--- src/hdl/frame_pkg.sv ---
// Frame buffer types and defaults referenced by scoped name from the buffer datapath
package frame_pkg;

  // ====================
  // Buffer contents
  // ====================

  // One resized image byte as stored in the buffer
  typedef logic [7:0] pixel_t;

  // Current image number written from the serial line in select mode
  typedef logic [7:0] img_sel_t;

  // ====================
  // Sizing
  // ====================

  // Entries in the on-chip buffer
  localparam int DEFAULT_DEPTH = 1024;

endpackage

--- src/hdl/frame_mem_if.sv ---
// Write and read ports of the frame buffer shared by loader, RAM and playback controller
`timescale 1ns/1ps

interface frame_mem_if #(
  parameter int BUF_DEPTH = frame_pkg::DEFAULT_DEPTH
);

  localparam int ADDR_W = $clog2(BUF_DEPTH);

  // Write side takes one byte per cycle
  logic               wr_en;
  logic [ADDR_W-1:0]  wr_addr;
  frame_pkg::pixel_t  wr_data;

  // Read side returns data one cycle after the address
  logic [ADDR_W-1:0]  rd_addr;
  frame_pkg::pixel_t  rd_data;

  modport writer (output wr_en, output wr_addr, output wr_data);

  modport reader (output rd_addr, input rd_data);

  modport mem (
    input  wr_en,
    input  wr_addr,
    input  wr_data,
    input  rd_addr,
    output rd_data
  );

endinterface

--- src/hdl/frame_loader.sv ---
// Routes each received byte to the image select register or into the frame buffer
`timescale 1ns/1ps

module frame_loader #(
  parameter int BUF_DEPTH = frame_pkg::DEFAULT_DEPTH
) (
  input  logic                CLOCK_50,
  input  logic                DLY_RST_0,
  input  frame_pkg::pixel_t   rx_data,
  input  logic                rx_valid,
  input  logic                sw_load,
  frame_mem_if.writer         mem,
  output frame_pkg::img_sel_t img_sel
);

  localparam int ADDR_W = $clog2(BUF_DEPTH);
  localparam logic [ADDR_W-1:0] ADDR_LAST = ADDR_W'(BUF_DEPTH - 1);

  logic              sw_load_q;
  logic              load_entry;
  logic              do_write;
  logic [ADDR_W-1:0] wr_ptr;
  logic [ADDR_W-1:0] cur_addr;

  // A byte landing on the same cycle as load entry goes to address 0
  assign load_entry = sw_load & ~sw_load_q;
  assign cur_addr   = load_entry ? '0 : wr_ptr;
  assign do_write   = rx_valid & sw_load;

  assign mem.wr_en   = do_write;
  assign mem.wr_addr = cur_addr;
  assign mem.wr_data = rx_data;

  always_ff @(posedge CLOCK_50 or negedge DLY_RST_0) begin
    if (!DLY_RST_0) begin
      sw_load_q <= 1'b0;
      wr_ptr    <= '0;
    end else begin
      sw_load_q <= sw_load;
      if (do_write) begin
        wr_ptr <= (cur_addr == ADDR_LAST) ? '0 : cur_addr + 1'b1;
      end else if (load_entry) begin
        wr_ptr <= '0;
      end
    end
  end

  // Select mode
  always_ff @(posedge CLOCK_50 or negedge DLY_RST_0) begin
    if (!DLY_RST_0) begin
      img_sel <= '0;
    end else if (rx_valid && !sw_load) begin
      img_sel <= frame_pkg::img_sel_t'(rx_data);
    end
  end

endmodule

--- src/flat_wrapper.sv ---
// flat-port wrapper written by rule: the top's interface ports become plain ports
module frame_loader_flat 
#(
  parameter int BUF_DEPTH = frame_pkg::DEFAULT_DEPTH
)
  (CLOCK_50, DLY_RST_0, rx_data, rx_valid, sw_load, img_sel, mem_wr_en, mem_wr_addr, mem_wr_data);
  frame_mem_if #(.BUF_DEPTH(BUF_DEPTH)) mem_i ();
  input  logic CLOCK_50;
  input  logic DLY_RST_0;
  input  frame_pkg::pixel_t rx_data;
  input  logic rx_valid;
  input  logic sw_load;
  output frame_pkg::img_sel_t img_sel;
  output wire logic [$bits(mem_i.wr_en)-1:0] mem_wr_en;
  output wire logic [$bits(mem_i.wr_addr)-1:0] mem_wr_addr;
  output wire logic [$bits(mem_i.wr_data)-1:0] mem_wr_data;
  assign mem_wr_en = mem_i.wr_en;
  assign mem_wr_addr = mem_i.wr_addr;
  assign mem_wr_data = mem_i.wr_data;
  frame_loader #(.BUF_DEPTH(BUF_DEPTH)) u_core (.CLOCK_50(CLOCK_50), .DLY_RST_0(DLY_RST_0), .rx_data(rx_data), .rx_valid(rx_valid), .sw_load(sw_load), .mem(mem_i), .img_sel(img_sel));
endmodule
--- config.mk ---
export PLATFORM = sky130hd
export DESIGN_NAME = frame_loader_flat
export DESIGN_NICKNAME = d
export VERILOG_FILES = /design/src/hdl/frame_pkg.sv /design/src/hdl/frame_mem_if.sv /design/src/hdl/frame_loader.sv /design/src/flat_wrapper.sv
export SDC_FILE = /design/constraint.sdc
export NUM_CORES = 1
export LEC_CHECK = 0
export BUFFER_PORTS_ARGS = -buffer_cell sky130_fd_sc_hd__buf_2
export CAP_MARGIN = 30
export CORE_UTILIZATION = 35
export DETAILED_ROUTE_END_ITERATION = 6
export SYNTH_ARGS = -nofsm -noshare
export SYNTH_HDL_FRONTEND = slang
export SYNTH_SLANG_ARGS = --single-unit
--- constraint.sdc ---
create_clock -name CLOCK_50 -period 1.9 [get_ports CLOCK_50]
set_input_delay 0.285 -clock CLOCK_50 [delete_from_list [all_inputs] [get_ports CLOCK_50]]
set_output_delay 0.285 -clock CLOCK_50 [all_outputs]
set_load 0.02 [all_outputs]
# Yosys cells after proc, flatten, opt, wreduce, memory -nomap -nowiden
# Index checks and enable logic that the tools add are counted.
# W data, S select, Z words.
classes:
  n_addsub: 1
  eq_ne: 1
  mux: 3
  bitwise_logic: 3
  n_reduce_logical: 2
op_table:
  columns: ["op", "n"]
  rows:
  - ["$mux W10", 3]
  - ["$add A10 B1 Y10 const B", 1]
  - ["$eq A10 B10 Y1 const B", 1]
  - ["$and A1 B1 Y1", 2]
  - ["$logic_and A1 B1 Y1", 1]
  - ["$logic_not A1 Y1", 1]
  - ["$not A1 Y1", 1]
word_totals:
  regBits: 19
  in_bits: 12
  output_inout_bits: 27
  elab_cells: 13

# Logic depth before layout (Yosys ltp)
depth:
  depth_word: 6
  mapped_depth: 9
  ltp_nobuf: 8

# Worst setup path after synthesis
# Ideal clock, no wire load.
synth_timing:
  kind: "flip-flop to flip-flop"
  startpoint: "register u_core.sw_load_q"
  endpoint: "register u_core.wr_ptr[8]"
  arrival_ns: 1.707
  path_slack_ns: 0.074
  path_stages_with_launch: 9
  path_buffers: 1
  period_less_slack_ns: 1.826
  path_cell_list: "dfrtp_1 nand2b_1 clkbuf_2 and2_1 ha_1 nand3_1 nor3b_1 xnor2_1 nor2_1"
synth_via:
  elab_chain_len: 6
  word_cells_on_any_way: 7
synth_rtl:
  columns: ["item", "line_no", "source"]
  rows:
  - ["from (decl)", "frame_loader.sv:19", "logic sw_load_q;"]
  - ["from (signal assigned)", "frame_loader.sv:39", "sw_load_q <= sw_load;"]
  - ["$not A1 Y1 (*)", "frame_loader.sv:26", "assign load_entry = sw_load & ~sw_load_q;"]
  - ["$and A1 B1 Y1 (*)", "frame_loader.sv:26", null]
  - ["$mux W10 (*)", "frame_loader.sv:27", "assign cur_addr = load_entry ? '0 : wr_ptr;"]
  - ["net mem_wr_addr[0]", "flat_wrapper.sv:15", "output wire logic [$bits(mem_i.wr_addr)-1:0] mem_wr_addr;"]
  - ["$add A10 B1 Y10 / $eq A10 B10 Y1 (equally long branches)", "frame_loader.sv:41", "wr_ptr <= (cur_addr == ADDR_LAST) ? '0 : cur_addr + 1'b1;"]
  - ["$mux W10 (*)", "frame_loader.sv:41", null]
  - ["$mux W10 (*)", "frame_loader.sv:40", "if (do_write) begin"]
  - ["to (signal assigned)", "frame_loader.sv:41", null]
  - ["to (decl)", "frame_loader.sv:22", "logic [ADDR_W-1:0] wr_ptr;"]
# Mark *: on every way through the listed nets, which the timed path passes. The rest lies on a longest branch.
# A chain may end at the register's enable or synchronous reset.

# Worst setup path after layout
layout_timing:
  startpoint: "register u_core.sw_load_q"
  endpoint: "register u_core.wr_ptr[8]"
layout_via:
  elab_chain_len: 6
  word_cells_on_any_way: 7
layout_rtl:
  columns: ["item", "line_no"]
  rows:
  - ["$not A1 Y1 (*)", "frame_loader.sv:26"]
  - ["$and A1 B1 Y1 (*)", "frame_loader.sv:26"]
  - ["$mux W10 (*)", "frame_loader.sv:27"]
  - ["$add A10 B1 Y10 / $eq A10 B10 Y1 (equally long branches)", "frame_loader.sv:41"]
  - ["$mux W10", "frame_loader.sv:41"]
  - ["$mux W10 (*)", "frame_loader.sv:40"]
# Every way passes the cells marked *; elsewhere a longest branch is shown, timed or not.

==> flow_summary.toml <==
[place]
io_buffers = 38
dpl_worst_slack_ns = 0.105
placed_cell_area_um2 = 1130
dp.cells = 150
hpwl_um = 1370
routabilityCongestion = 0.810

[pwr]
power_mw = 0.840
clkPwrFrac_pct = 24.2
pwr-share-comb_pct = 21.7
p_leak_nw = 0.600
seqPwrFrac_pct = 54.1
p_per_area_nw_per_um2 = 713
peakVddDrop_v = 0.000548
switching_share_pct = 29.8
p_sw_mw = 0.250
intPower_mw = 0.589

[route]
drt_iter0_drc = 5
highest-signal-layer = "met3"
wl_met2_um = 822
wl_um = 1830
num_vias = 768
wl_met1_um = 829
drt_pass1_iterations = 5
drc_errors = 0
ant_nets = 0
wl_per_cell_um = 11.8
wl_met3_um = 178
drt-vias-per-instance = 4.95

[setup_path]
cp_max_fo = 5
reg2reg_setup_slack_ns = 0.15
timing.rr.end = "u_core.wr_ptr[8]$_DFF_PN0_"
cp.required_ns = 2.09
cp-end-kind = "register"
r2r_start = "u_core.sw_load_q$_DFF_PN0_"
worst-setup-path-type = "reg -> reg"
start_kind = "register"
ff2ff_path_depth = 7
critPathArrivalTime_ns = 1.94

[timing]
holdWs_ns = 0.157
max_freq_mhz = 571
fin_tns_setup_ns = 0
fin_crit_ns = 1.75
finalClockSkew_ns = 0.00363
finalCritPeriodShare_pct = 92.1
relSlewSlack_pct = 71.0
hold_viol_final = 0
worst_slack_ns = 0.150
finalSetupViolCount = 0
final_max_slew_viol_count = 0
rsz0062_at_grt = "no"
worst_pin_slew_ns = 0.434

[yosys]
synth.largest_area_cell = "dfrtp_1"
synthArstFlopShare_pct = 100
synth.top_cells.by_area = "dfrtp_1, mux2_2, buf_4, and2_1, xnor2_1"
synth_seq_area_share_pct = 48.8
synth_area_um2 = 973
synth.distinct_cells = 31
synth_edf_count = 0
synthCells = 92
ys.flop_type = "dfrtp_1"
yosys.cell_count.top_type = "dfrtp_1"
synth.avg_cell_area_um2 = 10.6
ys_ff_latch = 19
ys_top_cells_by_count = "dfrtp_1, and2_1, buf_4, mux2_2, nor2_1"
synth_top_area_share_pct = 48.8
yosysWarnings = 0
synthesis.nets = 105

[status]
status = "finished, final reports clean"

[min_path]
holdCritStartpoint = "sw_load"
worst_hold_path.num_cells = 1
hold_class = "in -> reg"
whs_endpoint = "u_core.sw_load_q$_DFF_PN0_"

[global_routing]
globalRoute.totalOverflow = 0
antenna_found_initial = 0
grt_pass1_vias = 659
grt_pass1_wl_um = 2930
grt_usage_pct = 14.0
grt_start_max_net_pins = 20

[floorplanning]
start_util_pct = 38.2
die_w_um = 54.7
coreArea_um2 = 2540
ios = 39
die_height_um = 54.7
dieArea_um2 = 3000
fp-row-count = 18

[clock_tree]
cts_setup_buffers = 0
clk_latency_ns = 0.30
clock_path_buffers = 2
cts_tree = "yes"
cts_sinks = 19
cts_root_buffer = "clkbuf_4"
path_clk_slew_ns = 0.10
cts_max_level = 1
cts_inserted_buffers = 3

[cells_and_area]
antennaDiodeCount = 0
nFillCells = 244
final_util_pct = 46.3
final_nets = 139
stdcell_area_um2 = 1180
multiInputGateArea_um2 = 418
fin_cells = 155
syn2layout_area_growth_pct = 21.0
drive_gt1_share_pct = 44.8
register_area_um2 = 475

[run]
cap_viol_max_count = 0
-- how the worst max path moves through the flow --
stage / from / end / slack (ns)
after floorplan: u_core.sw_load_q$_DFF_PN0_ / u_core.wr_ptr[8]$_DFF_PN0_ / 0.07
final: u_core.sw_load_q$_DFF_PN0_ / u_core.wr_ptr[8]$_DFF_PN0_ / 0.15
after CTS: u_core.sw_load_q$_DFF_PN0_ / u_core.wr_ptr[3]$_DFF_PN0_ / 0.09
after global placement: sw_load / u_core.wr_ptr[6]$_DFF_PN0_ / 0.21
after global routing: u_core.sw_load_q$_DFF_PN0_ / u_core.wr_ptr[6]$_DFF_PN0_ / 0.001
after detailed placement: sw_load / u_core.wr_ptr[3]$_DFF_PN0_ / 0.11
-- cell usage in the layout (no fill, tap or decap), types with 2 or more instances in the layout --
| cell | n |
|---|---|
| xor2_1 | 2 |
| nand4_1 | 2 |
| clkbuf_4 | 3 |
| dfrtp_1 | 19 |
| xnor2_1 | 3 |
| inv_1 | 3 |
| nand3_1 | 5 |
| a21oi_1 | 2 |
| o21ai_0 | 2 |
| mux2i_1 | 2 |
| and2_1 | 8 |
| buf_2 | 38 |
| nand2_1 | 4 |
| nor2_1 | 6 |
| mux2_2 | 8 |
-- layer usage --
metal / GRT usage [%] / up-vias
li1: - / 372
met1: 16.7 / 359
met2: 23.1 / 37
met3: 6.39 / 0
met4: 2.56 / 0
met5: 0 / -
-- layout make-up --
class,instances,share of cell area (%)
Clock buffer,3,1.91
Clock inverter,1,0.425
Inverter,3,0.956
Multi-Input combinational cell,59,35.5
Sequential cell,19,40.4
Tap cell,30,3.19
Timing Repair Buffer,40,17.6
-- cells by family (layout without fill, tap and decap cells) --
| family | count (synthesis) | count (layout) | share of synthesized area, % |
|---|---|---|---|
| buffers and inverters | 14 | 47 | 8.74 |
| adders and majority gates | 1 | 1 | 1.29 |
| xor gates and xnor gates | 5 | 5 | 4.50 |
| muxes | 10 | 10 | 11.3 |
| DFF | 19 | 19 | 48.8 |
| and+or+nand+nor | 37 | 37 | 21.9 |
| AOI/OAI and AO/OA | 6 | 6 | 3.47 |
-- critical path: stages, from the launching register on --
cell and delay [ns]:
dfrtp_1 0.40, nand2b_1 0.18, and2_1 0.20, ha_1 0.19, nand3_1 0.18, nor3b_1 0.30, xnor2_1 0.16, nor2_1 0.05
-- sequential cells by signal, indices dropped and copies added (netlist names) --
| name | cells |
|---|---|
| u_core.img_sel | 8 |
| u_core.sw_load_q | 1 |
| u_core.wr_ptr | 10 |
-- timing repair --
action | CTS | global route
hold buffers | 1 | 0
hold endpoints to repair | 19 | 0
resized for setup | 0 | 1
setup endpoints to repair | 0 | 4
-- power groups by stage --
stage          registers [mW]  logic, mW  clock network [mW]
6_report                0.454      0.182               0.203
3_5_place_dp            0.462      0.184                   0
3_3_place_gp            0.461      0.181                   0
5_1_grt                 0.460      0.202               0.236
2_1_floorplan           0.494     0.0913                   0
4_1_cts                 0.454      0.185               0.217
No activity file was read; power rests on OpenSTA's default activity.
