$ cat config.mk
export PLATFORM = sky130hd
export DESIGN_NAME = playback_ctrl_flat
export DESIGN_NICKNAME = d
export VERILOG_FILES = /design/src/hdl/serial_pkg.sv /design/src/hdl/frame_pkg.sv /design/src/hdl/frame_mem_if.sv /design/src/hdl/playback_ctrl.sv /design/src/flat_wrapper.sv
export SDC_FILE = /design/constraint.sdc
export NUM_CORES = 1
export LEC_CHECK = 0
export BUFFER_PORTS_ARGS = -buffer_cell sky130_fd_sc_hd__buf_4
export CORE_MARGIN = 4
export CORE_UTILIZATION = 44
export CTS_CLUSTER_DIAMETER = 150
export CTS_CLUSTER_SIZE = 30
export DETAILED_ROUTE_END_ITERATION = 16
export GPL_TIMING_DRIVEN = 1
export PLACE_DENSITY = 0.73
export SLEW_MARGIN = 0
export SYNTH_ARGS = -nofsm -noshare
export SYNTH_HDL_FRONTEND = slang
export SYNTH_SLANG_ARGS = --single-unit
$ cat constraint.sdc
create_clock -name CLOCK_50 -period 1.7 [get_ports CLOCK_50]
set_input_delay 0.17 -clock CLOCK_50 [delete_from_list [all_inputs] [get_ports CLOCK_50]]
set_output_delay 0.17 -clock CLOCK_50 [all_outputs]
set_load 0.1 [all_outputs]
$ cat src/hdl/serial_pkg.sv
// Serial line constants referenced by scoped name from the UART, key and top-level logic
package serial_pkg;

  // ====================
  // Character format
  // ====================

  // Data bits per character sent LSB first on the line
  localparam int DATA_BITS = 8;

  // ====================
  // Line rate defaults
  // ====================

  // Board oscillator
  localparam int DEFAULT_CLK_FREQ = 50_000_000;
  // Host side rate
  localparam int DEFAULT_BAUD = 115_200;

  // Flops in every asynchronous input synchronizer
  localparam int SYNC_STAGES = 2;

endpackage

$ cat src/hdl/frame_pkg.sv
// Frame buffer types and defaults referenced by scoped name from the buffer datapath
package frame_pkg;

  // ====================
  // Buffer contents
  // ====================

  // One resized image byte as stored in the buffer
  typedef logic [7:0] pixel_t;

  // Current image number written from the serial line in select mode
  typedef logic [7:0] img_sel_t;

  // ====================
  // Sizing
  // ====================

  // Entries in the on-chip buffer
  localparam int DEFAULT_DEPTH = 1024;

endpackage

$ cat src/hdl/frame_mem_if.sv
// Write and read ports of the frame buffer shared by loader, RAM and playback controller
`timescale 1ns/1ps

interface frame_mem_if #(
  parameter int BUF_DEPTH = frame_pkg::DEFAULT_DEPTH
);

  localparam int ADDR_W = $clog2(BUF_DEPTH);

  // Write side takes one byte per cycle
  logic               wr_en;
  logic [ADDR_W-1:0]  wr_addr;
  frame_pkg::pixel_t  wr_data;

  // Read side returns data one cycle after the address
  logic [ADDR_W-1:0]  rd_addr;
  frame_pkg::pixel_t  rd_data;

  modport writer (output wr_en, output wr_addr, output wr_data);

  modport reader (output rd_addr, input rd_data);

  modport mem (
    input  wr_en,
    input  wr_addr,
    input  wr_data,
    input  rd_addr,
    output rd_data
  );

endinterface

$ cat src/hdl/playback_ctrl.sv
// Key-driven playback; reads the whole buffer and hands each byte to the transmitter
`timescale 1ns/1ps

module playback_ctrl #(
  parameter int BUF_DEPTH = frame_pkg::DEFAULT_DEPTH
) (
  input  logic              CLOCK_50,
  input  logic              DLY_RST_0,
  input  logic              key_send_n,
  input  logic              key_abort_n,
  frame_mem_if.reader       mem,
  output logic              tx_start,
  output frame_pkg::pixel_t tx_data,
  input  logic              tx_done,
  output logic              tx_busy
);

  localparam int SYNC_N = serial_pkg::SYNC_STAGES;
  localparam int ADDR_W = $clog2(BUF_DEPTH);
  localparam logic [ADDR_W-1:0] ADDR_LAST = ADDR_W'(BUF_DEPTH - 1);

  typedef enum logic [1:0] {PB_IDLE, PB_FETCH, PB_SEND, PB_WAIT} pb_state_t;

  pb_state_t         state;
  logic [SYNC_N:0]   send_sync;
  logic [SYNC_N:0]   abort_sync;
  logic              send_press;
  logic              abort_press;
  logic              abort_latched;
  logic [ADDR_W-1:0] byte_cnt;

  // Keys idle high and the top flop keeps the previous level
  always_ff @(posedge CLOCK_50 or negedge DLY_RST_0) begin
    if (!DLY_RST_0) begin
      send_sync  <= '1;
      abort_sync <= '1;
    end else begin
      send_sync  <= {send_sync[SYNC_N-1:0], key_send_n};
      abort_sync <= {abort_sync[SYNC_N-1:0], key_abort_n};
    end
  end

  assign send_press  = send_sync[SYNC_N] & ~send_sync[SYNC_N-1];
  assign abort_press = abort_sync[SYNC_N] & ~abort_sync[SYNC_N-1];

  // ====================
  // Sequencer
  // ====================

  always_ff @(posedge CLOCK_50 or negedge DLY_RST_0) begin
    if (!DLY_RST_0) begin
      state         <= PB_IDLE;
      byte_cnt      <= '0;
      abort_latched <= 1'b0;
    end else begin
      case (state)
        PB_IDLE: begin
          if (send_press) begin
            byte_cnt      <= '0;
            abort_latched <= 1'b0;
            state         <= PB_FETCH;
          end
        end
        // Read data shows up the cycle after the address
        PB_FETCH: state <= PB_SEND;
        PB_SEND:  state <= PB_WAIT;
        default: begin
          if (tx_done) begin
            if (abort_latched || byte_cnt == ADDR_LAST) begin
              state <= PB_IDLE;
            end else begin
              byte_cnt <= byte_cnt + 1'b1;
              state    <= PB_FETCH;
            end
          end
        end
      endcase
      // Abort only counts during playback
      if (abort_press && state != PB_IDLE) begin
        abort_latched <= 1'b1;
      end
    end
  end

  assign mem.rd_addr = byte_cnt;
  assign tx_start    = (state == PB_SEND);
  assign tx_data     = mem.rd_data;
  assign tx_busy     = (state != PB_IDLE);

endmodule

$ cat src/flat_wrapper.sv
// flat-port wrapper written by rule: the top's interface ports become plain ports
module playback_ctrl_flat 
#(
  parameter int BUF_DEPTH = frame_pkg::DEFAULT_DEPTH
)
  (CLOCK_50, DLY_RST_0, key_send_n, key_abort_n, tx_start, tx_data, tx_done, tx_busy, mem_rd_addr, mem_rd_data);
  frame_mem_if #(.BUF_DEPTH(BUF_DEPTH)) mem_i ();
  input  logic CLOCK_50;
  input  logic DLY_RST_0;
  input  logic key_send_n;
  input  logic key_abort_n;
  output logic tx_start;
  output frame_pkg::pixel_t tx_data;
  input  logic tx_done;
  output logic tx_busy;
  output wire logic [$bits(mem_i.rd_addr)-1:0] mem_rd_addr;
  input wire logic [$bits(mem_i.rd_data)-1:0] mem_rd_data;
  assign mem_rd_addr = mem_i.rd_addr;
  assign mem_i.rd_data = mem_rd_data;
  playback_ctrl #(.BUF_DEPTH(BUF_DEPTH)) u_core (.CLOCK_50(CLOCK_50), .DLY_RST_0(DLY_RST_0), .key_send_n(key_send_n), .key_abort_n(key_abort_n), .mem(mem_i), .tx_start(tx_start), .tx_data(tx_data), .tx_done(tx_done), .tx_busy(tx_busy));
endmodule
---- Yosys cells after proc, flatten, opt, wreduce, memory -nomap -nowiden ----
Index checks and enable logic that the tools add are counted.
word-level totals
  input port bits ......................... 13
  output and inout port bits .............. 20
  flip-flop bits (word level) ............. 19
  logic and storage cells ................. 39
operators by class
  bitwise operators ....................... 5
  reduce and logical (&&, ||, !) cells .... 12
  mux-type cells .......................... 11
  add/sub/neg operators ................... 1
  equal/unequal tests ..................... 5
operators by type and width
  kind                                                    count
  2-to-1 mux 10 bit                                       3
  one-hot mux 10 bit (2 select lines)                     1
  adder 10 x 1 -> 10 bit (second input constant)          1
  equality test 10 bit (second input constant)            1
  nonzero test 2 bit                                      4
  one-hot mux 2 bit (3 select lines)                      1
  2-to-1 mux 1 bit                                        4
  2-to-1 mux 2 bit                                        2
  AND reduction 2 bit                                     2
  AND reduction 4 bit                                     1
  nonzero test 4 bit                                      1
  NOT 1 bit                                               3
  bitwise AND 1 bit                                       2
  equality test 2 x 1 -> 1 bit (second input constant)    1
  equality test 2 bit (second input constant)             1
  zero test 2 bit                                         1
  inequality test 2 x 1 -> 1 bit (second input constant)  1
  inequality test 2 bit (second input constant)           1
  OR reduction 2 bit                                      1
  logical AND 1 bit                                       1
  logical OR 1 bit                                        1

---- Longest topological paths before layout ----
  depth after elaboration ................. 5
  gate-level depth with buffers ........... 7
  gate-level depth less buffers ........... 6

---- Least setup slack after synthesis ----
Ideal clock, no wire load.
  kind .................................... flip-flop to flip-flop
  start ................................... register u_core.byte_cnt[0] (netlist: u_core.mem.rd_addr[0])
  end ..................................... register u_core.byte_cnt[5] (netlist: u_core.mem.rd_addr[5])
  data required time ...................... 1.535 ns
  path buffers ............................ 0
  setup time .............................. 0.165 ns
  arrival ................................. 2.209 ns
  stages on the path, launching flop included .. 6
  period minus slack after synthesis ...... 2.373 ns
  setup slack ............................. -0.673 ns
  path through ............................ dfrtp_1 > ha_1 > nand3_1 > nor4_4 > or2b_4 > o31ai_1
between the ends
  word-level cells in the longest chain between the ends .. 4
  elaborated cells between the ends (all ways) .. 8
  classes of those cells .................. 1 x add/sub; 2 x eq/ne; 3 x mux; 2 x reduce/logical
ends and longest elaborated chain
  element                                                                            line                                      text
  start, declared                                                                    playback_ctrl.sv:30                       logic [ADDR_W-1:0] byte_cnt;
  start signal, assigned                                                             playback_ctrl.sv:72                       byte_cnt <= byte_cnt + 1'b1;
  adder 10 x 1 -> 10 bit / equality test 10 bit (equally long branches)              playback_ctrl.sv:72, playback_ctrl.sv:69
  2-to-1 mux 10 bit / logical OR 1 bit (equally long branches)                       playback_ctrl.sv:69                       if (abort_latched || byte_cnt == ADDR_LAST) begin
  2-to-1 mux 10 bit / inequality test 2 bit (equally long branches)                  --
  one-hot mux 10 bit (2 select lines) / AND reduction 4 bit (equally long branches)  --
Several ways; a longest one is shown, not always the timed one. The select of a mux whose other input is x is not followed.
A chain may end at the register's enable or synchronous reset.

---- Worst setup path after layout ----
  start ................................... register u_core.state[0]
  end ..................................... register u_core.byte_cnt[4] (netlist: u_core.mem.rd_addr[4])
between the ends
  word-level cells in the longest chain between the ends .. 4
  elaborated cells between the ends (all ways) .. 10
  classes of those cells .................. 4 x eq/ne; 1 x mux; 1 x bitwise; 4 x reduce/logical
ends and longest elaborated chain
  element                                                                     line                 text
  start, declared                                                             playback_ctrl.sv:24  pb_state_t state;
  start signal, assigned                                                      playback_ctrl.sv:52  state <= PB_IDLE;
  start signal, assigned                                                      playback_ctrl.sv:61  state <= PB_FETCH;
  start signal, assigned                                                      playback_ctrl.sv:65  PB_FETCH: state <= PB_SEND;
  equality test 2 bit / equality test 2 x 1 -> 1 bit (equally long branches)  playback_ctrl.sv:56  case (state)
  OR reduction 2 bit (no line)                                                --
  NOT 1 bit (no line)                                                         --
  AND reduction 4 bit (no line)                                               --
Several ways; a longest one is shown, not always the timed one.

==> reports/metrics.sh <==
FINALSETUPVIOLATIONS=8
GRT_PASS1_VIAS=821
CORE-AREA_UM2=2230
FP.DIEAREA_UM2=3210
ANTENNA_LEFT=0
CHIP_WIDTH_UM=56.7
IRDROPWORSTVDD_V=0.00127
P_LEAK_nW=0.590
DPL_CELL_AREA_UM2=1280
ROUTED_LENGTH_ON_MET2_MM=1.12
POST_SYNTH.CELL_AREA_AVG_UM2=10.5
AVGROUTEDWIREPERCELL_UM=14.8
MET3ROUTEDLENGTH_UM=130
SYN_TO_FINAL_GROWTH_PCT=42.6
IO_BUFFERS=16
AVGVIACOUNTPERCELL=5.54
TIMING.CRITICAL_PATH.TO_TYPE='flip-flop'
ASYNC_SET_OR_RESET_REGISTER_RATIO_AFTER_SYNTHESIS_PCT=100
RRSETUPSLACK_NS=-0.08
SETUP.WORST_PATH.START='u_core.state[0]$_DFFE_PN0P_'
SYNTH_COMMON_CELLS='sky130_fd_sc_hd__dfrtp_1, sky130_fd_sc_hd__buf_4, sky130_fd_sc_hd__inv_1, sky130_fd_sc_hd__o31ai_1'
PIN_SLEW_WITH_THE_LEAST_HEADROOM_TO_ITS_LIMIT_NS=0.304
GRT_MAX_DEGREE=20
SLEW_HEADROOM_PCT=79.5
FINALNONFILLERCELLS=159
POWER.DENSITY_CELL_AREA_nW_PER_UM2=2140
DETAIL_ROUTE.WIRELENGTH_MM=2.36
SEQ_AREA_FRAC_SYNTH_PCT=46.3
INITIAL_UTILIZATION_PCT=46.7
CP_MAX_FO=4
FAILED_CHECKS='negative setup slack'
CTS.ROOT.BUFFER_CELL='sky130_fd_sc_hd__clkbuf_4'
GRT_OVERFLOW=0
DR.MAX_LAYER_USED='met4'
NETLIST_AREA_UM2=1040
DETAILROUTE.VIA_COUNT=881
PLACE.DETAILED.HPWL_MM=1.55
FIN_CRIT_SH_PCT=105
POST-SYNTH-TOP-AREA-CELL='sky130_fd_sc_hd__dfrtp_1'
M1_WIRE_LENGTH_MM=1.09
STATUS='complete, but fails checks'
FINAL.SETUP.WORST_SLACK_NS=-0.0844
WORSTSETUPPATHTYPE='reg2reg'
CP-START-KIND='flip-flop'
YOSYSWARNINGCOUNT=0
DRT-PASS1-ITER-COUNT=7
INITIAL_ANTENNA_VIOLATION_COUNT=0
YOSYS_MOST_USED_DFF='sky130_fd_sc_hd__dfrtp_1'
FINAL_LAYOUT_SIZE_SUFFIX_GT1_SHARE_PCT=59.5
POST_PLACE_CELLS=145
NUMBER_OF_STANDARD_CELLS_AFTER_SYNTHESIS=99
DESIGN_POWER_TOTAL_mW=3.18
CLOCK.FMAX_MHz=560
DPL_WORST_SLACK_NS=-0.128
FINAL_NET_COUNT=149
SKEW_NS=0.000810
NUMBER_OF_SYNTHESIZED_FLOPS_WITH_AN_ENABLE_PIN=0
MIN_PATH_TYPE='in2async'
WORSTSETUPENDPOINT='u_core.mem.rd_addr[4]$_DFFE_PN0P_'
IO_PINS=33
CTS.HTREE.LEVELS=1
YS_TOP_CELLS_BY_AREA='sky130_fd_sc_hd__dfrtp_1, sky130_fd_sc_hd__dfstp_2, sky130_fd_sc_hd__buf_4'
DIE_Y_UM=56.7
SYNTH_TOP_AREA_SHARE_PCT=31.2
GPL.FINAL_WEIGHTED_CONGESTION=0.742
WORST_R2R_PATH_DEPTH=7
FINAL_HOLD_VIOL_COUNT=0
YOSYS.CELL_TYPES.COUNT=33
CLOCK_INSERTION_DELAY_WORST_SKEW_NS=0.29
TRITONCTS.NUM_BUFFERS=3
GRT_USAGE_PCT=14.3
STARTPOINT_OF_THE_MOST_CRITICAL_REGISTER_TO_REGISTER_PATH='u_core.state[0]$_DFFE_PN0P_'
FP-ROW-COUNT=17
FINAL_PERIOD_MINUS_WORST_SETUP_SLACK_NS=1.78
DRV_SLEW=0
MAXCAPVIOLATIONS=0
INITIALDRTVIOLATIONCOUNT=21
CP.ARRIVAL_NS=1.97
ENDPOINT_OF_THE_LOWEST_SLACK_REGISTER_TO_REGISTER_PATH='u_core.mem.rd_addr[4]$_DFFE_PN0P_'
HOLDWS_NS=0.264
CRITPATHREQUIREDTIME_NS=1.88
REMAINING_ROUTING_DRC_VIOLATIONS=0
FINAL_DESIGN_AREA_NO_FILL_UM2=1490
CLK_PIN_SLEW_NS=0.11
ANTENNA_CELLS=0
SETUP_REPAIR_AFTER_GLOBAL_ROUTING_MISSED_ITS_MARGIN='true'
TRITONCTS_NUM_SINKS=19
POSTSYNTHREGISTERBITS=19
CTS_TREE='built'
YOSYS.CELL_COUNT.TOP_TYPE='sky130_fd_sc_hd__dfrtp_1'
GRT_PASS1_WL_MM=3.67
SYN-NUM-NETS=116
CTSLONGESTPATHBUFFERS=2
-- where the power goes --
part	switching (mW)	total, mW	internal [mW]
clock network	0.144	0.232	0.0875
logic	1.38	2.14	0.754
registers	0.181	0.808	0.627
-- layout make-up --
cell class,count,area (µm²)
Clock buffer,3,22.5
Clock inverter,1,5.00
Fill cell,166,747
Inverter,7,30.0
Multi-Input combinational cell,62,557
Sequential cell,19,513
Tap cell,28,35.0
Timing Repair Buffer,39,324
-- cells by family (layout without fill, tap and decap cells) --
| group | after synthesis | count (layout) | synth area share [%] |
|---|---|---|---|
| AND/OR/NAND/NOR | 31 | 31 | 19.8 |
| adder cells (fa/ha/maj) | 4 | 4 | 4.80 |
| multiplexers | 1 | 1 | 1.08 |
| AO/OA/AOI/OAI | 26 | 26 | 18.1 |
| flip-flops | 19 | 19 | 46.3 |
| buffers and inverters | 18 | 50 | 9.84 |
-- per-stage QoR --
stage | TNS [ns] | util [%]
after floorplan | -0.678 | -
after global placement | -0.0534 | 57.4
after detailed placement | -0.128 | 57.4
after CTS | -0.293 | 62.3
after global routing | -1.30 | 66.6
final | -0.408 | 66.6
-- state kept, by name (all words and copies together), names as in the netlist --
register              flops
u_core.send_sync          3
u_core.mem.rd_addr       10
u_core.abort_sync         3
u_core.state              2
u_core.abort_latched      1
-- timing repair --
action	in CTS	in global routing
hold buffers	3	0
buffers inserted	5	3
setup endpoints to repair	3	12
gates resized for setup	5	17
hold endpoints to repair	21	0
pin swaps	4	4
-- metal layers --
metal / track usage, % / up-vias
met5: 0 / -
met4: 4.41 / 0
met3: 3.22 / 2
met2: 23.9 / 23
met1: 18.2 / 427
li1: - / 429
-- worst max-delay path, stage by stage, from the launching register on --
cell and delay, ns:
sky130_fd_sc_hd__dfrtp_1 0.43, sky130_fd_sc_hd__inv_2 0.09, sky130_fd_sc_hd__ha_4 0.20, sky130_fd_sc_hd__nor4b_4 0.30
sky130_fd_sc_hd__a31oi_2 0.10, sky130_fd_sc_hd__buf_4 0.20, sky130_fd_sc_hd__o31ai_2 0.26, sky130_fd_sc_hd__o31ai_2 0.10
-- cell usage in the layout, fill, tap and decap left out, drive strengths merged --
cell         count
mux2             1
a21oi            1
clkbuf           3
dfstp            6
a32o             1
o22a             2
buf             36
or2b             1
o21ai            8
and3             2
and4             1
o31ai            7
dfrtp           13
nand3            3
nor2             5
nor4             2
a221oi           1
clkinvlp         1
dlygate4sd3      3
nor2b            2
or2              1
o311ai           2
a31oi            2
nand4            3
nor3             3
nand2            5
a211o            1
clkinv           1
inv              6
a221o            1
ha               4
nor4b            3
-- worst min path at each step --
stage,from,to,depth (start not counted)
detailed placement,DLY_RST_0,u_core.state[0]$_DFFE_PN0P_,1
finish,DLY_RST_0,u_core.state[0]$_DFFE_PN0P_,2
global route,DLY_RST_0,u_core.mem.rd_addr[6]$_DFFE_PN0P_,2
CTS,DLY_RST_0,u_core.state[0]$_DFFE_PN0P_,2
floorplan,DLY_RST_0,u_core.abort_latched$_DFFE_PN0P_,0
global placement,DLY_RST_0,u_core.mem.rd_addr[7]$_DFFE_PN0P_,1
No activity file was read; power rests on OpenSTA's default activity.
