===== src/hdl/serial_pkg.sv =====
// Serial line constants referenced by scoped name from the UART, key and top-level logic
package serial_pkg;

  // ====================
  // Character format
  // ====================

  // Data bits per character sent LSB first on the line
  localparam int DATA_BITS = 8;

  // ====================
  // Line rate defaults
  // ====================

  // Board oscillator
  localparam int DEFAULT_CLK_FREQ = 50_000_000;
  // Host side rate
  localparam int DEFAULT_BAUD = 115_200;

  // Flops in every asynchronous input synchronizer
  localparam int SYNC_STAGES = 2;

endpackage


===== src/hdl/frame_pkg.sv =====
// Frame buffer types and defaults referenced by scoped name from the buffer datapath
package frame_pkg;

  // ====================
  // Buffer contents
  // ====================

  // One resized image byte as stored in the buffer
  typedef logic [7:0] pixel_t;

  // Current image number written from the serial line in select mode
  typedef logic [7:0] img_sel_t;

  // ====================
  // Sizing
  // ====================

  // Entries in the on-chip buffer
  localparam int DEFAULT_DEPTH = 1024;

endpackage


===== src/hdl/uart_tx.sv =====
// Serial transmitter; sends one 8N1 character per start strobe and pulses done at its end
`timescale 1ns/1ps

module uart_tx #(
  parameter int CLKS_PER_BIT = serial_pkg::DEFAULT_CLK_FREQ / serial_pkg::DEFAULT_BAUD
) (
  input  logic              CLOCK_50,
  input  logic              DLY_RST_0,
  input  logic              tx_start,
  input  frame_pkg::pixel_t tx_data,
  output logic              txd,
  output logic              tx_done
);

  localparam int CNT_W = $clog2(CLKS_PER_BIT);
  localparam int IDX_W = $clog2(serial_pkg::DATA_BITS);
  localparam logic [CNT_W-1:0] BIT_LAST = CNT_W'(CLKS_PER_BIT - 1);
  localparam logic [IDX_W-1:0] IDX_LAST = IDX_W'(serial_pkg::DATA_BITS - 1);

  typedef enum logic [1:0] {TX_IDLE, TX_START, TX_DATA, TX_STOP} tx_state_t;

  tx_state_t         state;
  logic [CNT_W-1:0]  clk_cnt;
  logic [IDX_W-1:0]  bit_idx;
  frame_pkg::pixel_t shift_q;
  logic              bit_end;
  logic              shift_out;

  assign bit_end   = (clk_cnt == BIT_LAST);
  // Next data bit leaves the shifter at the end of start and every data bit but the last
  assign shift_out = bit_end &&
                     ((state == TX_START) || (state == TX_DATA && bit_idx != IDX_LAST));

  always_ff @(posedge CLOCK_50 or negedge DLY_RST_0) begin
    if (!DLY_RST_0) begin
      state   <= TX_IDLE;
      clk_cnt <= '0;
      bit_idx <= '0;
      txd     <= 1'b1;
      tx_done <= 1'b0;
    end else begin
      tx_done <= 1'b0;
      clk_cnt <= bit_end ? '0 : clk_cnt + 1'b1;
      case (state)
        TX_IDLE: begin
          clk_cnt <= '0;
          bit_idx <= '0;
          if (tx_start) begin
            state <= TX_START;
            txd   <= 1'b0;
          end
        end
        TX_START: begin
          if (bit_end) begin
            state <= TX_DATA;
            txd   <= shift_q[0];
          end
        end
        TX_DATA: begin
          if (bit_end && bit_idx == IDX_LAST) begin
            state <= TX_STOP;
            txd   <= 1'b1;
          end else if (bit_end) begin
            bit_idx <= bit_idx + 1'b1;
            txd     <= shift_q[0];
          end
        end
        default: begin
          if (bit_end) begin
            state   <= TX_IDLE;
            tx_done <= 1'b1;
          end
        end
      endcase
    end
  end

  always_ff @(posedge CLOCK_50) begin
    if (state == TX_IDLE && tx_start) begin
      shift_q <= tx_data;
    end else if (shift_out) begin
      shift_q <= shift_q >> 1;
    end
  end

endmodule


===== config.mk =====
export PLATFORM = sky130hd
export DESIGN_NAME = uart_tx
export DESIGN_NICKNAME = d
export VERILOG_FILES = /design/src/hdl/serial_pkg.sv /design/src/hdl/frame_pkg.sv /design/src/hdl/uart_tx.sv
export SDC_FILE = /design/constraint.sdc
export NUM_CORES = 1
export LEC_CHECK = 0
export CORE_MARGIN = 3
export CORE_UTILIZATION = 55
export CTS_CLUSTER_DIAMETER = 120
export DETAILED_ROUTE_END_ITERATION = 16
export DONT_BUFFER_PORTS = 1
export PLACE_DENSITY = 0.78
export SLEW_MARGIN = 10
export SYNTH_ARGS = -nofsm -noshare
export SYNTH_HDL_FRONTEND = slang
export SYNTH_SLANG_ARGS = --single-unit

===== constraint.sdc =====
create_clock -name CLOCK_50 -period 3.73 [get_ports CLOCK_50]
set_input_delay 0.373 -clock CLOCK_50 [delete_from_list [all_inputs] [get_ports CLOCK_50]]
set_output_delay 0.373 -clock CLOCK_50 [all_outputs]
set_load 0.02 [all_outputs]

After elaboration in Yosys (flattened, before gate mapping)
Cells that the tools add are included.
{"block": "totals", "register_bits": 24, "inputBits": 11, "out_inout_bits": 2, "wordCells": 50}
{"block": "classes", "n_eq_ne": 10, "mux": 18, "addsub": 2, "n_reduce_logical": 14}
{"operator": "9-bit 2-to-1 mux", "count": 2}
{"operator": "8-bit 2-to-1 mux", "count": 2}
{"operator": "9-bit by 1-bit adder with 9-bit output, second input constant", "count": 1}
{"operator": "9-bit equality test, second input constant", "count": 1}
{"operator": "2-bit 2-to-1 mux", "count": 4}
{"operator": "2-bit != test, second input constant", "count": 4}
{"operator": "3-bit 2-to-1 mux", "count": 2}
{"operator": "2-bit one-hot mux with 3 select lines", "count": 1}
{"operator": "3-bit one-hot mux with 2 select lines", "count": 1}
{"operator": "3-bit nonzero test", "count": 2}
{"operator": "1-bit 2-to-1 mux", "count": 5}
{"operator": "1-bit logical AND", "count": 4}
{"operator": "4-bit AND reduction", "count": 1}
{"operator": "2-bit nonzero test", "count": 2}
{"operator": "3-bit by 1-bit adder with 3-bit output, second input constant", "count": 1}
{"operator": "3-bit equality test, second input constant", "count": 1}
{"operator": "3-bit != test, second input constant", "count": 1}
{"operator": "1-bit one-hot mux with 3 select lines", "count": 1}
{"operator": "3-bit AND reduction", "count": 1}
{"operator": "3-bit OR reduction", "count": 1}
{"operator": "2-bit by 1-bit equality test with 1-bit output, second input constant", "count": 1}
{"operator": "2-bit equality test, second input constant", "count": 1}
{"operator": "2-bit zero test", "count": 1}
{"operator": "2-bit by 1-bit != test with 1-bit output, second input constant", "count": 1}
{"operator": "2 further kinds", "count": 2}

Depth between registers and ports, before layout
Gate-level depths: netlist of run 1.
{"block": "depth", "ltp_word": 6, "mapped_depth": 7, "mapped_depth_nobuf": 6}

Worst setup path before layout of run 1
Ideal clock, no wire load.
{"block": "synth_path", "path_type": "reg-to-reg", "from": "register bit_idx[0]", "to": "register shift_q[0], enable pin", "setup_time_ns": 0.387, "period_less_slack_ns": 2.115, "path_stages_with_launch": 6, "required_time_ns": 3.343, "path_buffers": 0, "arrival_time_ns": 1.729, "setup_slack_ns": 1.615, "cell_sequence": "dfrtp_1 -> ha_1 -> ha_1 -> nor2b_1 -> nor2_1 -> o31ai_1"}
{"block": "synth_between", "elab_chain_cells": 5}
{"element": "from (decl)", "line": "uart_tx.sv:24", "source": "logic [IDX_W-1:0] bit_idx;"}
{"element": "from (signal assigned)", "line": "uart_tx.sv:64", "source": "bit_idx <= bit_idx + 1'b1;"}
{"element": "3-bit != test", "line": "uart_tx.sv:32", "source": "((state == TX_START) || (state == TX_DATA && bit_idx != IDX_LAST));"}
{"element": "1-bit logical AND", "line": "uart_tx.sv:32"}
{"element": "1-bit logical OR", "line": "uart_tx.sv:32"}
{"element": "1-bit logical AND", "line": "uart_tx.sv:31", "source": "assign shift_out = bit_end &&"}
{"element": "2-bit nonzero test (no line)"}
{"element": "to (signal assigned)", "line": "uart_tx.sv:80", "source": "shift_q <= tx_data;"}
{"element": "to (signal assigned)", "line": "uart_tx.sv:82", "source": "shift_q <= shift_q >> 1;"}
{"element": "to (decl)", "line": "uart_tx.sv:25", "source": "frame_pkg::pixel_t shift_q;"}
No other way between the ends.
A chain may end at the register's enable or synchronous reset.

Final worst setup path of run 1
{"block": "layout_path", "from": "register bit_idx[0]", "to": "register shift_q[2], enable pin"}
Same word-level chain as after synthesis.

==> impl_metrics.toml, run 1 <==
[synthesis]
synth_edf_count = 8
ys_seq_area_share_pct = 51.35
syn_nets = 128
yosys-top-cells-area = "dfrtp_1, edfxtp_1, ha_1"
ys.flop_type = "dfrtp_1"
yosys-top-cells-count = "dfrtp_1, edfxtp_1, ha_1, nand2_1"
synth_cell_types = 36
syn_avg_cell_area_sq_um = 11.47
async_reset_ff_share_pct = 66.67
syn_area_sq_um = 1250
synth.most_common_cell = "dfrtp_1"
synth-seq-cells = 24
synth.top_cell.area_share_pct = 30.03
synthCells = 109
yosys.area.top_type = "dfrtp_1"
yosys_warnings = 0

[clocking]
clkTransAtPathRegs_ns = 0.13
cts-root-buf = "clkbuf_4"
cts_tree = "done"
clock_latency_ns = 0.32
cts_made_buffers = 3
h-tree-depth = 1
clock_path_buffers = 2
cts_resized = 0
clock_sinks = 24

[detailed_routing]
viasPerCell = 5.935
finalWirelength_um = 2074
drcViolationCount = 0
wl_per_cell_um = 14.92
first_pass_iters = 4
dr_total_vias = 825
ant_nets = 0
drt_iter0_markers = 13

[setup_path]
required_ns = 3.69
cp_cell_sequence = "ha_1 > ha_1 > nor2b_1 > nor2_1 > o31ai_1"
crit_buf_inv = 0
crit_arrival_ns = 2.37
max_stage_delay_ns = 0.87
critical_path_class = "flop to flop"
reg2regPathDepth = 5
cp_num_cells = 5
worst_setup_path_end_kind = "flop"
crit_fanout = 8
slowest_stage = "o31ai_1"
critPathTopFamily = "compound AO/OA/AOI/OAI gates"
cp_common_cell = "ha_1"
critPathLaunchType = "flop"

[sta]
clock_skew_ns = 0.007400
min_period_over_period_pct = 64.52
finalHoldViolCount = 0
setup_violations = 0
tightest_slew_ns = 1.076
period_needed_ns = 2.407
slew_headroom_pct = 27.67
max_freq_mhz = 415.5
maxSlewViolCount = 0
rsz0062_at_grt = "false"
whs_ns = 0.2517
setup_tns_ns = 0

[placement]
gp_congestion = 0.8062
io_buffers = 0
place_hpwl_um = 1529

[grt]
grt_overflow = 0
grt.total_usage_pct = 17.59
grt_pass1_vias = 819
grt_pass1_wl_um = 3574
antenna_found_initial = 0
grt_max_degree = 17

[die]
die_y_um = 53.67
core_sq_um = 2062
die-width_um = 53.67
ioPinCount = 13
dieArea_sq_um = 2880
initial_utilization_pct = 60.62
rows = 16

[power]
p_leak_nw = 0.5276
p_switching_mw = 0.07998
power_switching_share_pct = 17.38
seqPwrFrac_pct = 58.8
p_int_mw = 0.3803
p_comb_share_pct = 0.9
ir_drop_mv = 0.3152
clkPwrFrac_pct = 40.3
p_per_area_nw_per_um2 = 345.7

[finish]
final_net_count = 132
syn_to_final_growth_pct = 6.507
antenna_cells = 0
final_layout_size_suffix_gt1_share_pct = 7.143

[min_path]
hold_path.class = "primary input to flop"
hold_depth = 1

[status]
outcome = "finished clean"

[flow_run]
maxCapViolCount = 0
==> per-stage QoR <==
step | total power [mW] | util (%) | area, sq um | cells | setup slack, ns
final | 0.4603 | 64.56 | 1331 | 139 | 1.323
after CTS | 0.4675 | 64.56 | 1331 | 139 | 1.308
after floorplan | 0.2761 | - | 1250 | 109 | 1.615
after global placement | 0.2761 | 61.53 | 1269 | 134 | 1.429
after global routing | 0.4751 | 64.56 | 1331 | 139 | 1.158
after detailed placement | 0.2761 | 61.53 | 1269 | 134 | 1.314
==> final timing paths <==
path                                               end              startpoint  slack (ns)
worst max register to register    shift_q[2]$_DFFE_PP_  bit_idx[0]$_DFFE_PN0P_        1.32
max in group asynchronous         clk_cnt[3]$_DFF_PN0_               DLY_RST_0        2.74
min in group asynchronous         state[1]$_DFFE_PN0P_               DLY_RST_0        0.53
worst min register to register  bit_idx[0]$_DFFE_PN0P_  bit_idx[0]$_DFFE_PN0P_        0.51
worst min-delay path              shift_q[0]$_DFFE_PP_              tx_data[0]        0.25
worst max-delay path              shift_q[2]$_DFFE_PP_  bit_idx[0]$_DFFE_PN0P_        1.32
==> per-layer routing <==
| metal | GRT usage [%] | routed length (um) | vias up |
|---|---|---|---|
| li1 | - | - | 403 |
| met1 | 21.43 | 911 | 398 |
| met2 | 29.23 | 1026 | 20 |
| met3 | 5.817 | 111 | 4 |
| met4 | 5.532 | 25 | 0 |
| met5 | 0 | 0 | - |
==> logic make-up (layout without fill, tap and decap cells) <==
kind of cell               after synthesis  after routing  share of synthesized area (%)
xor gates and xnor gates                 3              3                          2.102
and+or+nand+nor                         36             36                          16.22
AOI/OAI and AO/OA                       20             20                          9.709
DFF                                     24             24                          51.35
adders and majority gates                8              8                          8.008
muxes                                   11             11                          9.910
buffers and inverters                    7             10                          2.703
==> area by class of cell <==
cell class | instances | area, sq um
flip-flops and latches | 24 | 641.9
fillers | 165 | 730.7
repair buffers | 1 | 10.01
multi-input cells | 78 | 574.3
clock inverters | 1 | 30.03
clock buffers | 3 | 22.52
well taps | 27 | 33.78
inverters | 5 | 18.77
==> power groups by stage <==
stage	sequential, mW	clock [mW]	combinational [mW]
2_1_floorplan	0.276	0	0.0000815
3_3_place_gp	0.276	0	0.0000815
3_5_place_dp	0.276	0	0.0000815
4_1_cts	0.271	0.192	0.00435
5_1_grt	0.271	0.200	0.00463
6_report	0.271	0.186	0.00403
==> state kept, by name, indices dropped and copies added, names as in the netlist <==
signal	cells
bit_idx	3
tx_done	1
state	2
clk_cnt	9
shift_q	8
txd	1
==> timing repair <==
action / in CTS / in global routing
hold endpoints to repair: 16 / 0
buffers inserted: 0 / 0
hold buffers: 1 / 0
==> cell usage in the layout, fill, tap and decap left out, types with 2 or more instances in the layout <==
master / count
and2_1: 2
o21ai_0: 2
a31oi_1: 2
nand2_1: 8
mux2i_1: 3
nor2b_1: 2
edfxtp_1: 8
a21oi_1: 7
o21ai_1: 3
inv_1: 5
nor3_1: 6
nor2_1: 5
mux2_1: 7
ha_1: 8
xnor2_1: 2
nand3_1: 4
clkbuf_4: 3
dfrtp_1: 15
a21o_1: 2
==> worst register-to-register path, delay by kind of cell, from the launching register on <==
family,cells,cell delay [ns]
AOI/OAI and AO/OA,1,0.87
DFF,1,0.42
adders and majority gates,2,0.41
and+or+nand+nor,2,0.35
Power figures use the tool's default switching activity.
==> run 2, diff against run 1 <==
ABC_AREA = 1   (was unset)
PLACE_DENSITY = 0.81   (was 0.78)
clock period = 1.95 ns   (was 3.73 ns; I/O delays follow)
==> run 2 against run 1 <==
Clock power up 42%. Critical path depth unchanged. Synthesized area up 1.4%. Non-clock buffer count up 1. Flip-flop and latch count unchanged. Register-to-register slack worse by 1.2 ns. Critical path type unchanged. Largest cell class unchanged. Highest routed layer unchanged.
==> impl_metrics.toml, run 2 <==
[status]
outcome = "finished clean"

[grt]
antenna_found_initial = 0
grt.total_usage_pct = 18.15
grt_overflow = 0
grt_pass1_wl_um = 3753
grt_pass1_vias = 892
grt_max_degree = 17

[synthesis]
synth-seq-cells = 24
synth_edf_count = 8
yosys-top-cells-area = "dfrtp_1, edfxtp_1, nand2_1"
yosys.area.top_type = "dfrtp_1"
yosys_warnings = 0
synth.top_cell.area_share_pct = 29.62
syn_nets = 154
synth_cell_types = 23
ys_seq_area_share_pct = 50.64
ys.flop_type = "dfrtp_1"
synthCells = 135
syn_avg_cell_area_sq_um = 9.389
async_reset_ff_share_pct = 66.67
yosys-top-cells-count = "nand2_1, inv_1, dfrtp_1"
synth.most_common_cell = "nand2_1"
syn_area_sq_um = 1267

[finish]
top_register = "clk_cnt"
final_net_count = 160
syn_to_final_growth_pct = 6.614
reg_top3 = "clk_cnt (9), shift_q (8), bit_idx (3)"
final_common_cell = "nand2_1"
final_cell_mix = "nand2_1, inv_1, dfrtp_1"
final_area_sq_um = 1351
antenna_cells = 0
largest_reg_flops = 9
final_layout_size_suffix_gt1_share_pct = 16.43

[setup_path]
slowest_stage = "dfrtp_1"
reg2regPathDepth = 5
max_stage_delay_ns = 0.42
rrSetupSlack_ns = 0.16
cp_cell_sequence = "ha_1 > ha_1 > nor2_1 > nor2_1 > o21ai_2"
crit_fanout = 8
r2r-start = "bit_idx[0]$_DFFE_PN0P_"
critPathLaunchType = "flop"
required_ns = 1.93
worst_setup_path_end_kind = "flop"
rr_endpoint = "shift_q[2]$_DFFE_PP_"
critical_path_class = "flop to flop"
crit_end = "shift_q[2]$_DFFE_PP_"
worstSetupStartpoint = "bit_idx[0]$_DFFE_PN0P_"
crit_arrival_ns = 1.78

[sta]
setup_violations = 0
rsz0062_at_grt = "false"
finalHoldViolCount = 0
period_needed_ns = 1.792
maxSlewViolCount = 0
max_freq_mhz = 557.9
slew_headroom_pct = 51.33
tightest_slew_ns = 0.7276
clock_skew_ns = 0.009145
min_period_over_period_pct = 91.92

[clocking]
cts_setup_buffers = 0
clock_latency_ns = 0.32
cts_made_buffers = 3
clkTransAtPathRegs_ns = 0.13
clock_sinks = 24
cts-root-buf = "clkbuf_4"
h-tree-depth = 1
clock_path_buffers = 2
cts_tree = "done"

[die]
ioPinCount = 13
die-width_um = 54.01
initial_utilization_pct = 61.47
rows = 16
dieArea_sq_um = 2917
core_sq_um = 2062
die_y_um = 54.01

[detailed_routing]
wl_per_cell_um = 12.82
drcViolationCount = 0
finalWirelength_um = 2141
first_pass_iters = 4
dr_total_vias = 897
viasPerCell = 5.371
ant_nets = 0
drt_iter0_markers = 24

[placement]
gp_congestion = 0.9304
placed_area_sq_um = 1301
place_hpwl_um = 1631
io_buffers = 0

[power]
p_leak_nw = 0.6587
p_per_area_nw_per_um2 = 1096
ir_drop_mv = 0.6597
finalPower_mw = 1.482

[min_path]
hold_path.class = "primary input to flop"

[flow_run]
maxCapViolCount = 0
run 2: cell count changes in the layout (fill, tap and decap cells not counted), moves of 3 or more:
cell	change
a21oi_1	-4
inv_1	+13
mux2_1	-7
mux2_2	+7
mux2i_1	-3
nand2_1	+21
nand2_2	+3
nand3_1	+6
nor2_1	+8
o21ai_1	-3
run 2: worst max-delay path: cells and delay by family (launching register included):
kind	cells	cell delay, ns
flip-flops	1	0.42
adder cells (fa/ha/maj)	2	0.40
AND/OR/NAND/NOR	2	0.27
AO/OA/AOI/OAI	1	0.38
run 2: worst min path at each step:
stage               start                     end  slack [ns]  depth (start not counted)
6_report       tx_data[5]    shift_q[5]$_DFFE_PP_        0.08                          1
5_1_grt        tx_data[5]    shift_q[5]$_DFFE_PP_        0.07                          1
4_1_cts        tx_data[6]    shift_q[6]$_DFFE_PP_        0.08                          1
3_5_place_dp    DLY_RST_0    clk_cnt[4]$_DFF_PN0_       -0.10                          0
3_3_place_gp    DLY_RST_0    clk_cnt[4]$_DFF_PN0_       -0.10                          0
2_1_floorplan   DLY_RST_0  bit_idx[0]$_DFFE_PN0P_       -0.10                          0
run 2: where the power goes:
part / total, mW / switching [mW] / internal (mW) / leakage, nW
sequential: 0.702 / 0.0604 / 0.642 / 0.289
clock: 0.264 / 0.150 / 0.114 / 0.0210
combinational: 0.515 / 0.313 / 0.202 / 0.349
total: 1.48 / 0.524 / 0.958 / 0.659
run 2: cell type report:
| type | count | area, sq um |
|---|---|---|
| Clock buffer | 4 | 36.28 |
| Fill cell | 175 | 710.7 |
| Inverter | 19 | 71.32 |
| Multi-Input combinational cell | 91 | 550.5 |
| Sequential cell | 24 | 641.9 |
| Tap cell | 27 | 33.78 |
| Timing Repair Buffer | 2 | 17.52 |
run 2: kinds of logic after synthesis:
| logic type | after synthesis | share of synthesized area, % |
|---|---|---|
| buf+inv | 20 | 6.219 |
| compound gates | 8 | 3.455 |
| mux | 7 | 6.219 |
| xor+xnor | 1 | 0.6911 |
| flops | 24 | 50.64 |
| fa+ha+maj | 8 | 7.898 |
| simple gates | 67 | 24.88 |
run 2: timing repair:
action | 4_1_cts | 5_1_grt
endpoints found under the hold margin | 16 | 0
resized for setup | 1 | 0
endpoints found under the setup margin | 8 | 0
hold buffers | 1 | 0
run 2: routing by layer:
| layer | GRT usage [%] | vias to the layer above | share of wire (%) |
|---|---|---|---|
| met2 | 30.44 | 27 | 49 |
| li1 | - | 446 | - |
| met3 | 4.709 | 4 | 5.5 |
| met4 | 8.299 | 0 | 1.7 |
| met1 | 21.64 | 420 | 44 |
| met5 | 0 | - | 0 |
run 2: stage by stage:
stage               setup WS, ns  utilization, %  hold WS, ns  std cells  TNS, ns
floorplan                 0.1945               -      -0.1006        135        0
global placement         0.08282           63.11      -0.1002        162        0
detailed placement      -0.05203           63.11      -0.1002        162  -0.4151
CTS                       0.1390           65.53      0.08120        167        0
global route             0.02799           65.53      0.06529        167        0
finish                    0.1576           65.53      0.08245        167        0
